<file path="config.mk">
export PLATFORM = sky130hd
export DESIGN_NAME = sifhTop
export DESIGN_NICKNAME = d
export VERILOG_FILES = /design/src/hdl/sifhPkg.sv /design/src/hdl/histRam.sv /design/src/hdl/histBuilder.sv /design/src/hdl/peakFinder.sv /design/src/hdl/sifhRegs.sv /design/src/hdl/sifhCtrl.sv /design/src/hdl/sifhTop.sv
export SDC_FILE = /design/constraint.sdc
export NUM_CORES = 1
export LEC_CHECK = 0
export BUFFER_PORTS_ARGS = -buffer_cell sky130_fd_sc_hd__buf_2
export CAP_MARGIN = 10
export CORE_MARGIN = 2
export CORE_UTILIZATION = 50
export CTS_CLUSTER_DIAMETER = 60
export DETAILED_ROUTE_END_ITERATION = 8
export PLACE_DENSITY_LB_ADDON = 0.25
export SLEW_MARGIN = 20
export SYNTH_ARGS = -nofsm -noshare
export SYNTH_HDL_FRONTEND = slang
export SYNTH_SLANG_ARGS = --single-unit
</file>
<file path="constraint.sdc">
create_clock -name clk -period 6.1 [get_ports clk]
set_input_delay 0 -clock clk [delete_from_list [all_inputs] [get_ports clk]]
set_output_delay 0 -clock clk [all_outputs]
set_load 0.01 [all_outputs]
</file>
<file path="src/hdl/sifhPkg.sv">
`default_nettype none

package sifhPkg;

    // field widths
    localparam int BIN_W   = 4;               // time-bin index
    localparam int PIX_W   = 2;               // pixel index
    localparam int ADDR_W  = PIX_W + BIN_W;   // pixel on top, bin below
    localparam int COUNT_W = 8;
    localparam int SHOT_W  = 10;              // photons per frame

    // sizes derived from the widths
    localparam int BIN_NUM   = 1 << BIN_W;    // 16 bins per pixel
    localparam int PIXEL_NUM = 1 << PIX_W;    // 4 pixels
    localparam int RAM_DEPTH = BIN_NUM * PIXEL_NUM;
    localparam int COUNT_MAX = (1 << COUNT_W) - 1;  // bin saturates here

    typedef logic [BIN_W-1:0]   binT;
    typedef logic [PIX_W-1:0]   pixT;
    typedef logic [ADDR_W-1:0]  addrT;
    typedef logic [COUNT_W-1:0] countT;
    typedef logic [SHOT_W-1:0]  shotT;

    typedef enum logic [2:0] {
        CLEAR,  // zero the whole histogram SRAM
        IDLE,   // waiting for start
        BUILD,  // accepting photon events
        DRAIN,  // last read-modify-write retires
        FIND    // peak scan over all bins
    } ctrlStateT;

endpackage

`default_nettype wire

</file>
<file path="src/hdl/histRam.sv">
`timescale 1ns/1ps
`default_nettype none

module histRam (
    input  wire                   clk,
    input  wire                   wEn,
    input  wire sifhPkg::addrT    wAddr,
    input  wire sifhPkg::countT   wData,
    input  wire                   rEn,
    input  wire sifhPkg::addrT    rAddr,
    output sifhPkg::countT        rData
);

    sifhPkg::countT mem [sifhPkg::RAM_DEPTH];  // one word per pixel and bin

    // write port
    always_ff @(posedge clk) begin
        if (wEn) begin
            mem[wAddr] <= wData;
        end
    end

    // registered read, returns old data on a same-address write
    always_ff @(posedge clk) begin
        if (rEn) begin
            rData <= mem[rAddr];
        end
    end

endmodule

`default_nettype wire

</file>
<file path="src/hdl/histBuilder.sv">
`timescale 1ns/1ps
`default_nettype none

module histBuilder (
    input  wire                   clk,
    input  wire                   res,
    input  wire                   hitValid,
    input  wire sifhPkg::addrT    hitAddr,
    output logic                  rdEn,
    output sifhPkg::addrT         rdAddr,
    input  wire sifhPkg::countT   rdData,
    output logic                  wrEn,
    output sifhPkg::addrT         wrAddr,
    output sifhPkg::countT        wrData
);

    logic           s2Valid;    // hit waiting for its read data
    sifhPkg::addrT  s2Addr;
    logic           lastValid;  // a write went out last cycle
    sifhPkg::addrT  lastAddr;
    sifhPkg::countT lastData;
    logic           bypass;
    sifhPkg::countT curCount;

    // stage 1: read issued in the same cycle as the hit
    assign rdEn   = hitValid;
    assign rdAddr = hitAddr;

    always_ff @(posedge clk or negedge res) begin
        if (!res) begin
            s2Valid   <= 1'b0;
            lastValid <= 1'b0;
        end else begin
            s2Valid   <= hitValid;
            lastValid <= wrEn;
        end
    end

    always_ff @(posedge clk) begin
        s2Addr   <= hitAddr;
        lastAddr <= wrAddr;
        lastData <= wrData;
    end

    // stage 2: the SRAM read raced the previous write to the same word
    assign bypass   = lastValid && (lastAddr == s2Addr);
    assign curCount = bypass ? lastData : rdData;

    assign wrEn   = s2Valid;
    assign wrAddr = s2Addr;
    always_comb begin
        if (curCount == sifhPkg::countT'(sifhPkg::COUNT_MAX)) begin
            wrData = curCount;  // saturate
        end else begin
            wrData = curCount + 1'b1;
        end
    end

endmodule

`default_nettype wire

</file>
<file path="src/hdl/peakFinder.sv">
`timescale 1ns/1ps
`default_nettype none

module peakFinder (
    input  wire                   clk,
    input  wire                   res,
    input  wire                   findStart,
    output logic                  rdEn,
    output sifhPkg::addrT         rdAddr,
    input  wire sifhPkg::countT   rdData,
    output logic                  pkWrite,
    output sifhPkg::pixT          pkPixel,
    output sifhPkg::binT          pkBin,
    output sifhPkg::countT        pkCount,
    output logic                  findDone
);

    logic           dValid;     // rdData holds a word this cycle
    sifhPkg::addrT  dAddr;      // address of that word
    sifhPkg::pixT   dPix;
    sifhPkg::binT   dBin;
    sifhPkg::countT maxCount;   // running peak of the current pixel
    sifhPkg::binT   maxBin;
    logic           take;
    sifhPkg::countT nextCount;
    sifhPkg::binT   nextBin;

    assign {dPix, dBin} = dAddr;

    // first bin always loads, later bins only if strictly greater
    assign take      = (dBin == '0) || (rdData > maxCount);
    assign nextCount = take ? rdData : maxCount;
    assign nextBin   = take ? dBin : maxBin;

    always_ff @(posedge clk or negedge res) begin
        if (!res) begin
            rdEn     <= 1'b0;
            rdAddr   <= '0;
            dValid   <= 1'b0;
            pkWrite  <= 1'b0;
            findDone <= 1'b0;
        end else begin
            dValid   <= rdEn;
            pkWrite  <= 1'b0;
            findDone <= 1'b0;
            if (findStart) begin
                rdEn   <= 1'b1;
                rdAddr <= '0;
            end else if (rdEn) begin
                rdAddr <= rdAddr + 1'b1;
                if (rdAddr == sifhPkg::addrT'(sifhPkg::RAM_DEPTH - 1)) begin
                    rdEn <= 1'b0;  // whole SRAM issued
                end
            end
            if (dValid && dBin == sifhPkg::binT'(sifhPkg::BIN_NUM - 1)) begin
                pkWrite  <= 1'b1;  // pixel boundary
                findDone <= (dPix == sifhPkg::pixT'(sifhPkg::PIXEL_NUM - 1));
            end
        end
    end

    always_ff @(posedge clk) begin
        dAddr <= rdAddr;
        if (dValid) begin
            maxCount <= nextCount;
            maxBin   <= nextBin;
        end
        pkPixel <= dPix;
        pkBin   <= nextBin;
        pkCount <= nextCount;
    end

endmodule

`default_nettype wire

</file>
<file path="src/hdl/sifhRegs.sv">
`timescale 1ns/1ps
`default_nettype none

module sifhRegs (
    input  wire                   clk,
    input  wire                   res,
    input  wire                   cfgWrite,
    input  wire sifhPkg::shotT    cfgShots,
    output sifhPkg::shotT         shotLimit,
    input  wire                   pkWrite,
    input  wire sifhPkg::pixT     pkPixel,
    input  wire sifhPkg::binT     pkBin,
    input  wire sifhPkg::countT   pkCount,
    input  wire sifhPkg::pixT     resultPixel,
    output sifhPkg::binT          resultBin,
    output sifhPkg::countT        resultCount
);

    sifhPkg::binT   peakBin   [sifhPkg::PIXEL_NUM];  // peak table, one entry per pixel
    sifhPkg::countT peakCount [sifhPkg::PIXEL_NUM];

    always_ff @(posedge clk or negedge res) begin
        if (!res) begin
            shotLimit <= '0;
            for (int i = 0; i < sifhPkg::PIXEL_NUM; i++) begin
                peakBin[i]   <= '0;
                peakCount[i] <= '0;
            end
        end else begin
            if (cfgWrite) begin
                shotLimit <= cfgShots;  // used from the next start
            end
            if (pkWrite) begin
                peakBin[pkPixel]   <= pkBin;
                peakCount[pkPixel] <= pkCount;
            end
        end
    end

    // readback
    assign resultBin   = peakBin[resultPixel];
    assign resultCount = peakCount[resultPixel];

endmodule

`default_nettype wire

</file>
<file path="src/hdl/sifhCtrl.sv">
`timescale 1ns/1ps
`default_nettype none

module sifhCtrl (
    input  wire                   clk,
    input  wire                   res,
    input  wire                   start,
    input  wire                   photonValid,
    input  wire sifhPkg::pixT     photonPixel,
    input  wire sifhPkg::binT     photonBin,
    input  wire sifhPkg::shotT    shotLimit,
    output logic                  busy,
    output logic                  done,
    output logic                  hitValid,
    output sifhPkg::addrT         hitAddr,
    input  wire                   bldRdEn,
    input  wire sifhPkg::addrT    bldRdAddr,
    input  wire                   bldWrEn,
    input  wire sifhPkg::addrT    bldWrAddr,
    input  wire sifhPkg::countT   bldWrData,
    output logic                  findStart,
    input  wire                   findDone,
    input  wire                   pkRdEn,
    input  wire sifhPkg::addrT    pkRdAddr,
    output logic                  ramWEn,
    output sifhPkg::addrT         ramWAddr,
    output sifhPkg::countT        ramWData,
    output logic                  ramREn,
    output sifhPkg::addrT         ramRAddr
);

    sifhPkg::ctrlStateT state;
    logic               clrRun;     // zero writes in progress
    sifhPkg::addrT      clrAddr;
    sifhPkg::shotT      shotLim;    // limit latched at start
    sifhPkg::shotT      shotCnt;    // accepted photons this frame
    logic               drainCnt;

    assign busy      = (state != sifhPkg::IDLE);
    assign hitAddr   = {photonPixel, photonBin};
    assign hitValid  = (state == sifhPkg::BUILD) && photonValid && (shotCnt != shotLim);
    assign findStart = (state == sifhPkg::DRAIN) && drainCnt;

    always_ff @(posedge clk or negedge res) begin
        if (!res) begin
            state    <= sifhPkg::CLEAR;
            clrRun   <= 1'b0;
            clrAddr  <= '0;
            shotLim  <= '0;
            shotCnt  <= '0;
            drainCnt <= 1'b0;
            done     <= 1'b0;
        end else begin
            done <= 1'b0;
            case (state)
                sifhPkg::CLEAR: begin
                    clrRun <= 1'b1;  // first cycle after reset only arms it
                    if (clrRun) begin
                        clrAddr <= clrAddr + 1'b1;
                        if (clrAddr == sifhPkg::addrT'(sifhPkg::RAM_DEPTH - 1)) begin
                            clrRun <= 1'b0;
                            state  <= sifhPkg::IDLE;
                        end
                    end
                end
                sifhPkg::IDLE: begin
                    if (start) begin
                        shotLim <= shotLimit;
                        shotCnt <= '0;
                        state   <= sifhPkg::BUILD;
                    end
                end
                sifhPkg::BUILD: begin
                    drainCnt <= 1'b0;
                    if (hitValid) begin
                        shotCnt <= shotCnt + 1'b1;
                    end
                    if (shotCnt == shotLim) begin
                        state <= sifhPkg::DRAIN;  // limit reached
                    end
                end
                sifhPkg::DRAIN: begin
                    drainCnt <= ~drainCnt;
                    if (drainCnt) begin
                        state <= sifhPkg::FIND;
                    end
                end
                sifhPkg::FIND: begin
                    if (findDone) begin
                        done    <= 1'b1;
                        clrRun  <= 1'b1;  // no arming cycle between frames
                        clrAddr <= '0;
                        state   <= sifhPkg::CLEAR;
                    end
                end
                default: state <= sifhPkg::CLEAR;
            endcase
        end
    end

    // SRAM port ownership by state
    always_comb begin
        ramWEn   = 1'b0;
        ramWAddr = '0;
        ramWData = '0;
        ramREn   = 1'b0;
        ramRAddr = '0;
        case (state)
            sifhPkg::CLEAR: begin
                ramWEn   = clrRun;
                ramWAddr = clrAddr;
            end
            sifhPkg::BUILD, sifhPkg::DRAIN: begin
                ramWEn   = bldWrEn;
                ramWAddr = bldWrAddr;
                ramWData = bldWrData;
                ramREn   = bldRdEn;
                ramRAddr = bldRdAddr;
            end
            sifhPkg::FIND: begin
                ramREn   = pkRdEn;
                ramRAddr = pkRdAddr;
            end
            default: ;
        endcase
    end

endmodule

`default_nettype wire

</file>
<file path="src/hdl/sifhTop.sv">
`timescale 1ns/1ps
`default_nettype none

module sifhTop (
    input  wire                   clk,
    input  wire                   res,
    input  wire                   cfgWrite,
    input  wire sifhPkg::shotT    cfgShots,
    input  wire                   start,
    input  wire                   photonValid,
    input  wire sifhPkg::pixT     photonPixel,
    input  wire sifhPkg::binT     photonBin,
    input  wire sifhPkg::pixT     resultPixel,
    output wire                   busy,
    output wire                   done,
    output wire sifhPkg::binT     resultBin,
    output wire sifhPkg::countT   resultCount
);

    sifhPkg::shotT  shotLimit;
    logic           hitValid;
    sifhPkg::addrT  hitAddr;
    logic           bldRdEn, bldWrEn;
    sifhPkg::addrT  bldRdAddr, bldWrAddr;
    sifhPkg::countT bldWrData;
    logic           findStart, findDone;
    logic           pkRdEn;
    sifhPkg::addrT  pkRdAddr;
    logic           pkWrite;
    sifhPkg::pixT   pkPixel;
    sifhPkg::binT   pkBin;
    sifhPkg::countT pkCount;
    logic           ramWEn, ramREn;
    sifhPkg::addrT  ramWAddr, ramRAddr;
    sifhPkg::countT ramWData, ramRdData;

    sifhCtrl ctrl (
        .clk(clk), .res(res), .start(start), .photonValid(photonValid),
        .photonPixel(photonPixel), .photonBin(photonBin), .shotLimit(shotLimit),
        .busy(busy), .done(done), .hitValid(hitValid), .hitAddr(hitAddr),
        .bldRdEn(bldRdEn), .bldRdAddr(bldRdAddr), .bldWrEn(bldWrEn),
        .bldWrAddr(bldWrAddr), .bldWrData(bldWrData),
        .findStart(findStart), .findDone(findDone), .pkRdEn(pkRdEn), .pkRdAddr(pkRdAddr),
        .ramWEn(ramWEn), .ramWAddr(ramWAddr), .ramWData(ramWData),
        .ramREn(ramREn), .ramRAddr(ramRAddr)
    );

    sifhRegs regs (
        .clk(clk), .res(res), .cfgWrite(cfgWrite), .cfgShots(cfgShots),
        .shotLimit(shotLimit), .pkWrite(pkWrite), .pkPixel(pkPixel), .pkBin(pkBin),
        .pkCount(pkCount), .resultPixel(resultPixel),
        .resultBin(resultBin), .resultCount(resultCount)
    );

    histBuilder builder (
        .clk(clk), .res(res), .hitValid(hitValid), .hitAddr(hitAddr),
        .rdEn(bldRdEn), .rdAddr(bldRdAddr), .rdData(ramRdData),
        .wrEn(bldWrEn), .wrAddr(bldWrAddr), .wrData(bldWrData)
    );

    peakFinder finder (
        .clk(clk), .res(res), .findStart(findStart),
        .rdEn(pkRdEn), .rdAddr(pkRdAddr), .rdData(ramRdData),
        .pkWrite(pkWrite), .pkPixel(pkPixel), .pkBin(pkBin), .pkCount(pkCount),
        .findDone(findDone)
    );

    histRam ram (
        .clk(clk), .wEn(ramWEn), .wAddr(ramWAddr), .wData(ramWData),
        .rEn(ramREn), .rAddr(ramRAddr), .rData(ramRdData)
    );

endmodule

`default_nettype wire

</file>
==> impl_summary.log, run 1 <==
INFO  metric route.vias.total = 16850
INFO  metric beginning_of_the_worst_register_to_register_path = ctrl.state[1]$_DFFE_PN0P_
INFO  metric pin_count = 37
INFO  metric p_int = between 7 and 8 mW
INFO  metric max_slew_margin = 0.2353
INFO  metric timing.critical_path.arrival = 4.66 ns
INFO  metric worst_setup_path_start_kind = flip-flop
INFO  metric synth_area_per_cell = between 10 and 15 µm²
INFO  metric routed_via_density = approximately 6.0
INFO  metric cts_repair_resize_count = 0
INFO  metric tritoncts = yes
INFO  metric global_route.overflow_total = 0
INFO  metric leakage = 10.90 nW
INFO  metric drt-pass1-iter-count = 5
INFO  metric min_path_type = in -> reg
INFO  metric synth.area.top_cells = sky130_fd_sc_hd__edfxtp_1 (58%), sky130_fd_sc_hd__dfrtp_1 (9.3%), sky130_fd_sc_hd__nand2_1 (4.9%)
INFO  metric synthesis.nets = 2019
INFO  metric timing_worst_slew_pin_value = roughly 1.1 ns
INFO  metric timing.critical_path.to_type = flip-flop
INFO  metric clkSinkCount = 674
INFO  metric worst_hold_slack = approximately 0.11 ns
INFO  metric global_routing_usage_summed_across_all_routing_layers = 0.2401
INFO  metric die_height = about 240 µm
INFO  metric comb_power_share = 0.007
INFO  metric remaining_drc_errors = 0
INFO  metric hpwl = approximately 42000 µm
INFO  metric synthXorXnorAreaFrac = 0.009570
INFO  metric finalWorstSetupSlack = roughly 1.9 ns
INFO  metric routed_wire_length_per_instance = approximately 24 µm
INFO  metric postSynth.topFlopCell = sky130_fd_sc_hd__edfxtp_1
INFO  metric hold_path_depth = 2
INFO  metric worst_path_max_delay_cell = sky130_fd_sc_hd__nor2b_2
INFO  metric crit_chain = nor2b_2 > a32o_1 > nor2_1 > nand2_1 > o221ai_1 > or3b_1 > o41ai_2
INFO  metric path_delay_family = simple AND/OR/NAND/NOR gates
INFO  metric p_clk_frac = 0.456
INFO  metric hold_path.startpoint = photonPixel[1]
INFO  metric post_synthesis_cell_area = 27460 µm²
INFO  metric synthDistinctLibCells = 67
INFO  metric clk_tree_root_cell = sky130_fd_sc_hd__clkbuf_16
INFO  metric timing.final.max_slew_violations = 0
INFO  metric setup_tns = 0 ns
INFO  metric htree_num_levels = 3
INFO  metric worst_ep_required_time = between 6 and 7 ns
INFO  metric most_area_hungry_cell_type_in_the_yosys_netlist = sky130_fd_sc_hd__edfxtp_1
INFO  metric area_delta_synth_final = 12.27%
INFO  metric holdPathEnd = builder.wrAddr[5]$_DFF_P_
INFO  metric number_of_cells_on_the_worst_reg_to_reg_path = 7
INFO  metric outcome = finished clean
INFO  metric fp-row-count = 85
INFO  metric max_cap_viol_count = 0
INFO  metric crit_path_max_fanout = 20
INFO  metric post_synth_and_or_nand_nor_area_fraction = 0.1234
INFO  metric pwr-share-seq = 0.537
INFO  metric finalCriticalPeriod = 4.235 ns
INFO  metric synth.most_common_cell = sky130_fd_sc_hd__edfxtp_1
INFO  metric power.share.switching = 0.1948
INFO  metric register_bit_count_reported_by_yosys = 674
INFO  metric synth_fa_ha_area_frac = 0.005013
INFO  metric synth_top_family_by_area = simple AND/OR/NAND/NOR gates
INFO  metric synth_seq_area_share = 0.7040
INFO  metric dieWidth = about 240 µm
INFO  metric place_worst_setup_slack = approximately 2.0 ns
INFO  metric dieArea = 56800 µm²
INFO  metric power.total = approximately 9.2 mW
INFO  metric clock-skew-final = roughly 0.045 ns
INFO  metric total_wire_length_after_detailed_routing = roughly 68000 µm
INFO  metric clk-insertion-delay-late = around 0.63 ns
INFO  metric crit-reg2reg-capture = ram.rData[1]$_DFFE_PP_
INFO  metric timing.final.hold_violations = 0
INFO  metric synth.yosys.warnings = 0
INFO  metric diodes = 0
INFO  metric synth_top_area_share = 0.5818
INFO  metric cp_slowest_stage_delay = between 0.8 and 0.9 ns
INFO  metric synth_compound_gate_area_share = 0.07232
INFO  metric achievable_frequency = approximately 0.24 GHz
INFO  metric place.port_buffers = 36
INFO  metric synth_edf_count = 532
INFO  metric cts_buffer_depth = 3
INFO  metric first_iter_violations = between 1500 and 2000
INFO  metric power_per_cell_area = just under 300 nW/µm²
INFO  metric detail-route-antenna-nets = 0
INFO  metric grt_start_max_net_pins = ~100
INFO  metric period_share = 0.6943
INFO  metric grt_pass1_vias = approximately 16000
INFO  metric antenna_found_initial = 0
INFO  metric critPathLaunch = ctrl.state[1]$_DFFE_PN0P_
INFO  metric num-nets-final = ~2100
INFO  metric layout-drive-gt1-share = 0.1406
INFO  metric vdd_ir_drop_max = around 0.25 mV
INFO  metric critPathBufInv = 0
INFO  metric final_weighted_congestion_in_routability_driven_placement = between 0.8 and 0.9
INFO  metric netlist_instances = 1985
INFO  metric clock_transition_at_path_regs = roughly 0.060 ns
INFO  metric crit_type = reg -> reg
INFO  metric cts_inserted_buffers = 69
INFO  metric rrSetupSlack = ~1.9 ns
INFO  metric timing.final.setup_violations = 0
INFO  metric post_synth_most_frequent_cells = sky130_fd_sc_hd__edfxtp_1 (532), sky130_fd_sc_hd__nand2_1 (359), sky130_fd_sc_hd__nor2_1 (119)
INFO  metric start_util = 0.5082
INFO  metric post_synth_mux_area_share = 0.06271
INFO  metric rsz0062_at_grt = false
INFO  metric grt_pass1_wl = about 100000 µm
INFO  metric design.core.area = between 50000 and 60000 µm²
INFO  metric synth_async_sr_flop_share = 0.1513
INFO  metric switching_power = roughly 1.8 mW
[placed cells by master (no fill, tap or decap), drive strengths merged, types with 25 or more instances in the layout]
| cell | netlist | routed |
|---|---|---|
| edfxtp | 532 | 532 |
| nand2 | 360 | 360 |
| nor2 | 120 | 120 |
| dfrtp | 102 | 102 |
| and3 | 91 | 91 |
| clkbuf | 46 | 88 |
| mux2 | 80 | 80 |
| a31oi | 80 | 80 |
| nand3 | 63 | 63 |
| buf | 64 | 61 |
| mux2i | 55 | 55 |
| a211oi | 51 | 51 |
| dfxtp | 40 | 40 |
| dlygate4sd3 | 0 | 30 |
| a21oi | 26 | 26 |
| o22ai | 25 | 25 |
[cell type report]
class                      count  area (µm²)
fill                        4235       23200
inverter                      17       63.81
clock buffer                  88        1871
multi-input combinational   1184        7574
sequential                   674       19330
timing repair buffer          91       772.0
clock inverter                37       346.6
tap                          696       870.8
[timing repair]
action,CTS,global route
setup buffers,0,0
hold buffers,31,0
endpoints found under the hold margin,54,0
[kinds of logic after synthesis]
group,count (synthesis)
compound gates,275
xor+xnor,30
fa+ha+maj,11
buf+inv,127
flops,674
mux,147
simple gates,721
[how the worst max path moves through the flow]
stage	cells after the start	end
final	7	ram.rData[1]$_DFFE_PP_
after global placement	8	ram.rData[7]$_DFFE_PP_
after detailed placement	9	ram.rData[3]$_DFFE_PP_
after global routing	7	ram.rData[1]$_DFFE_PP_
after CTS	9	ram.rData[3]$_DFFE_PP_
after floorplan	6	ram.mem[0][7]$_DFFE_PP_
[state kept, by name, summed over array words and instances (netlist names), 3 cells and up]
register and cells:
ram.mem 512, regs.peakCount 32, regs.peakBin 16, ctrl.shotCnt 10
ctrl.shotLim 10, regs.shotLimit 10, builder.lastData 8, finder.maxCount 8
finder.pkCount 8, ram.rData 8, builder.lastAddr 6, builder.wrAddr 6
ctrl.clrAddr 6, finder.dAddr 6, finder.rdAddr 6, finder.maxBin 4
finder.pkBin 4, ctrl.state 3
[per-layer routing]
layer / global-route usage / wire, µm / vias to the layer above
met4: 0.09621 / 2455 / 0
met3: 0.04547 / 5130 / 132
met1: 0.3324 / 28490 / 8438
met5: 0 / 0 / -
met2: 0.3775 / 31630 / 732
li1: - / - / 7549
[power by group through the flow]
stage | registers, mW | clock network [mW] | logic [mW]
after floorplan | 5.01 | 0 | 0.0194
after global placement | 5.01 | 0 | 0.0462
after detailed placement | 5.01 | 0 | 0.0476
after CTS | 4.91 | 4.22 | 0.0687
after global routing | 4.91 | 4.39 | 0.0747
final | 4.91 | 4.17 | 0.0675
[per-stage QoR]
stage / std cells / instance area, µm² / util
finish: 2787 / 30830 / 0.5706
global route: 2787 / 30830 / 0.5706
CTS: 2784 / 30730 / 0.5689
detailed placement: 2628 / 28200 / 0.5219
global placement: 2627 / 28180 / 0.5215
floorplan: 1985 / 27460 / -
(Power assumes the default switching activity.)
==> inputs of run 2 (changes only) <==
==> constraint.sdc (replaced) <==
create_clock -name clk -period 4 [get_ports clk]
set_input_delay 0 -clock clk [delete_from_list [all_inputs] [get_ports clk]]
set_output_delay 0 -clock clk [all_outputs]
set_load 0.01 [all_outputs]
==> impl_summary.log, run 2 (same netlist as run 1, synthesis figures left out) <==
INFO  metric outcome = finished clean
INFO  metric timing.final.hold_violations = 0 (unchanged)
INFO  metric crit_path_max_fanout = 17 (-15%)
INFO  metric dieWidth = 238.3 µm (unchanged)
INFO  metric clk-insertion-delay-late = 0.61 ns (-0.02 ns)
INFO  metric fin_area = 31070 µm² (+0.80%)
INFO  metric clock_transition_at_path_regs = 0.06 ns (about the same)
INFO  metric vdd_ir_drop_max = 0.3698 mV (+49%)
INFO  metric tritoncts = yes
INFO  metric total_wire_length_after_detailed_routing = 68420 µm (+1.1%)
INFO  metric post-cts-setup-buffer-count = 0 (unchanged)
INFO  metric detail-route-antenna-nets = 0 (unchanged)
INFO  metric clk_tree_root_cell = sky130_fd_sc_hd__clkbuf_16
INFO  metric first_iter_violations = 2187 (+24%)
INFO  metric design.core.area = 54030 µm² (unchanged)
INFO  metric area_delta_synth_final = 13.17%
INFO  metric path_delay_family = simple AND/OR/NAND/NOR gates
INFO  metric regMostFlops = ram.mem
INFO  metric clock-skew-final = 0.02292 ns (-0.02184 ns)
INFO  metric power_per_cell_area = 446.9 nW/µm² (+50%)
INFO  metric achievable_frequency = 0.2868 GHz (+21%)
INFO  metric finalCriticalPeriod = 3.486 ns (-0.7488 ns)
INFO  metric clkSinkCount = 674 (unchanged)
INFO  metric timing.critical_path.to_type = flip-flop
INFO  metric beginning_of_the_worst_register_to_register_path = ctrl.state[1]$_DFFE_PN0P_
INFO  metric max_ffs_per_register = 512 (unchanged)
INFO  metric rrSetupSlack = 0.51 ns (-1.35 ns)
INFO  metric drt-pass1-iter-count = 5 (unchanged)
INFO  metric critical_path_depth = 7 (unchanged)
INFO  metric timing_worst_slew_pin_value = 1.104 ns (-0.03422 ns)
INFO  metric detailed_place.area = 28590 µm² (+1.4%)
INFO  metric worst_ep_required_time = 4.23 ns (-2.29 ns)
INFO  metric start_util = 0.5082 (unchanged)
INFO  metric routed_via_density = 6.116 (+1.1%)
INFO  metric antenna_found_initial = 0 (unchanged)
INFO  metric number_of_cells_on_the_worst_reg_to_reg_path = 7 (unchanged)
INFO  metric reg_top3 = ram.mem x512, regs.peakCount x32, regs.peakBin x16
INFO  metric number_of_hold_buffers_added_after_cts = 29 (-6.5%)
INFO  metric fp-row-count = 85 (unchanged)
INFO  metric grt_pass1_vias = 16540 (+1.2%)
INFO  metric hpwl = 43060 µm (+3.4%)
INFO  metric grt_start_max_net_pins = 77 (-24%)
INFO  metric cts_inserted_buffers = 70 (+1.4%)
INFO  metric setup_tns = 0 ns (unchanged)
INFO  metric worst_setup_path_start_kind = flip-flop
INFO  metric final_cell_mix = sky130_fd_sc_hd__edfxtp_1 (532), sky130_fd_sc_hd__nand2_1 (358), sky130_fd_sc_hd__nor2_1 (119)
INFO  metric layout-drive-gt1-share = 0.1496 (+0.008996)
INFO  metric routed_wire_length_per_instance = 24.31 µm (about the same)
INFO  metric dieArea = 56800 µm² (unchanged)
INFO  metric grt_pass1_wl = 103300 µm (+0.95%)
INFO  metric final_weighted_congestion_in_routability_driven_placement = 0.9348 (+5.7%)
INFO  metric global_route.overflow_total = 0 (unchanged)
INFO  metric timing.final.setup_violations = 0 (unchanged)
INFO  metric min_path_type = in -> async
INFO  metric place.port_buffers = 36 (unchanged)
INFO  metric period_share = 0.8716 (+0.1773)
INFO  metric cp_slowest_stage_delay = 0.63 ns (-0.22 ns)
INFO  metric max_cap_viol_count = 0 (unchanged)
INFO  metric critPathLaunch = ctrl.state[1]$_DFFE_PN0P_
INFO  metric route.vias.total = 17220 (+2.2%)
INFO  metric crit_chain = nor3_1 > and2_1 > o21ai_0 > o31ai_1 > nand2_1 > buf_4 > nor2_1
INFO  metric max_slew_margin = 0.2606 (+0.02529)
INFO  metric pin_count = 37 (unchanged)
INFO  metric final_common_cell = sky130_fd_sc_hd__edfxtp_1
INFO  metric cts_buffer_depth = 3 (unchanged)
INFO  metric die_height = 238.3 µm (unchanged)
INFO  metric num-nets-final = 2102 (+1.5%)
INFO  metric rsz0062_at_grt = false
INFO  metric remaining_drc_errors = 0 (unchanged)
INFO  metric htree_num_levels = 3 (unchanged)
INFO  metric diodes = 0 (unchanged)
INFO  metric crit_type = reg -> reg
INFO  metric leakage = 11.06 nW (+1.4%)
INFO  metric global_routing_usage_summed_across_all_routing_layers = 0.2438 (+0.003639)
INFO  metric worst_path_max_delay_cell = sky130_fd_sc_hd__nor2_1
INFO  metric timing.final.max_slew_violations = 0 (unchanged)
INFO  metric timing.critical_path.arrival = 3.72 ns (-0.94 ns)
INFO  metric critPathBufInv = 1 (+1)
INFO  metric crit-reg2reg-capture = ram.mem[9][1]$_DFFE_PP_
INFO  metric cts_repair_resize_count = 0 (unchanged)
==> run 2: cell count changes in the layout (fill, tap and decap cells not counted), moves of 4 or more <==
| cell | change |
|---|---|
| sky130_fd_sc_hd__inv_6 | -4 |
| sky130_fd_sc_hd__clkinv_2 | -5 |
| sky130_fd_sc_hd__buf_4 | +25 |
| sky130_fd_sc_hd__buf_12 | +10 |
| sky130_fd_sc_hd__clkbuf_1 | +5 |
==> run 2: where the power goes <==
group | switching (mW) | internal (mW) | leakage (nW)
Sequential | 0.0102 | 7.48 | 5.45
Clock | 2.62 | 3.68 | 1.08
Combinational | 0.0488 | 0.0518 | 4.53
==> run 2: per-layer routing <==
| layer | track usage | wire length (µm) |
|---|---|---|
| met1 | 0.3333 | 28040 |
| met2 | 0.3906 | 32250 |
| met3 | 0.04165 | 5281 |
| met4 | 0.09943 | 2854 |
| met5 | 0 | 0 |
==> run 2: how the worst max path moves through the flow <==
stage,end
2_1_floorplan,ram.mem[0][1]$_DFFE_PP_
3_3_place_gp,ram.rData[0]$_DFFE_PP_
3_5_place_dp,ram.rData[3]$_DFFE_PP_
4_1_cts,ram.rData[3]$_DFFE_PP_
5_1_grt,ram.mem[36][5]$_DFFE_PP_
6_report,ram.mem[9][1]$_DFFE_PP_
==> run 2: worst register-to-register path: cells and delay by family, from the launching register on <==
family,cells,cell delay (ns)
buffers and inverters,1,0.27
DFF,1,0.56
AOI/OAI and AO/OA,2,0.64
and+or+nand+nor,4,1.63
==> run 2: area by class of cell <==
type,count,area (µm²)
Clock inverter,24,188.9
Fill cell,4209,22950
Inverter,17,63.81
Timing Repair Buffer,121,1056
Tap cell,696,870.8
Clock buffer,99,2006
Sequential cell,674,19330
Multi-Input combinational cell,1184,7560
==> run 2: stage by stage <==
step                      utilization  hold slack [ns]  instances  setup WS [ns]  power (mW)
after floorplan                     -          -0.2956       1985         0.2549       7.666
after global placement         0.5292           0.1270       2663         0.5940       7.710
after detailed placement       0.5292           0.1385       2663         0.5501       7.712
after CTS                      0.5752          0.05195       2815         0.5562       13.98
after global routing           0.5752           0.1024       2815         0.2757       14.25
final                          0.5752          0.02366       2815         0.5138       13.89
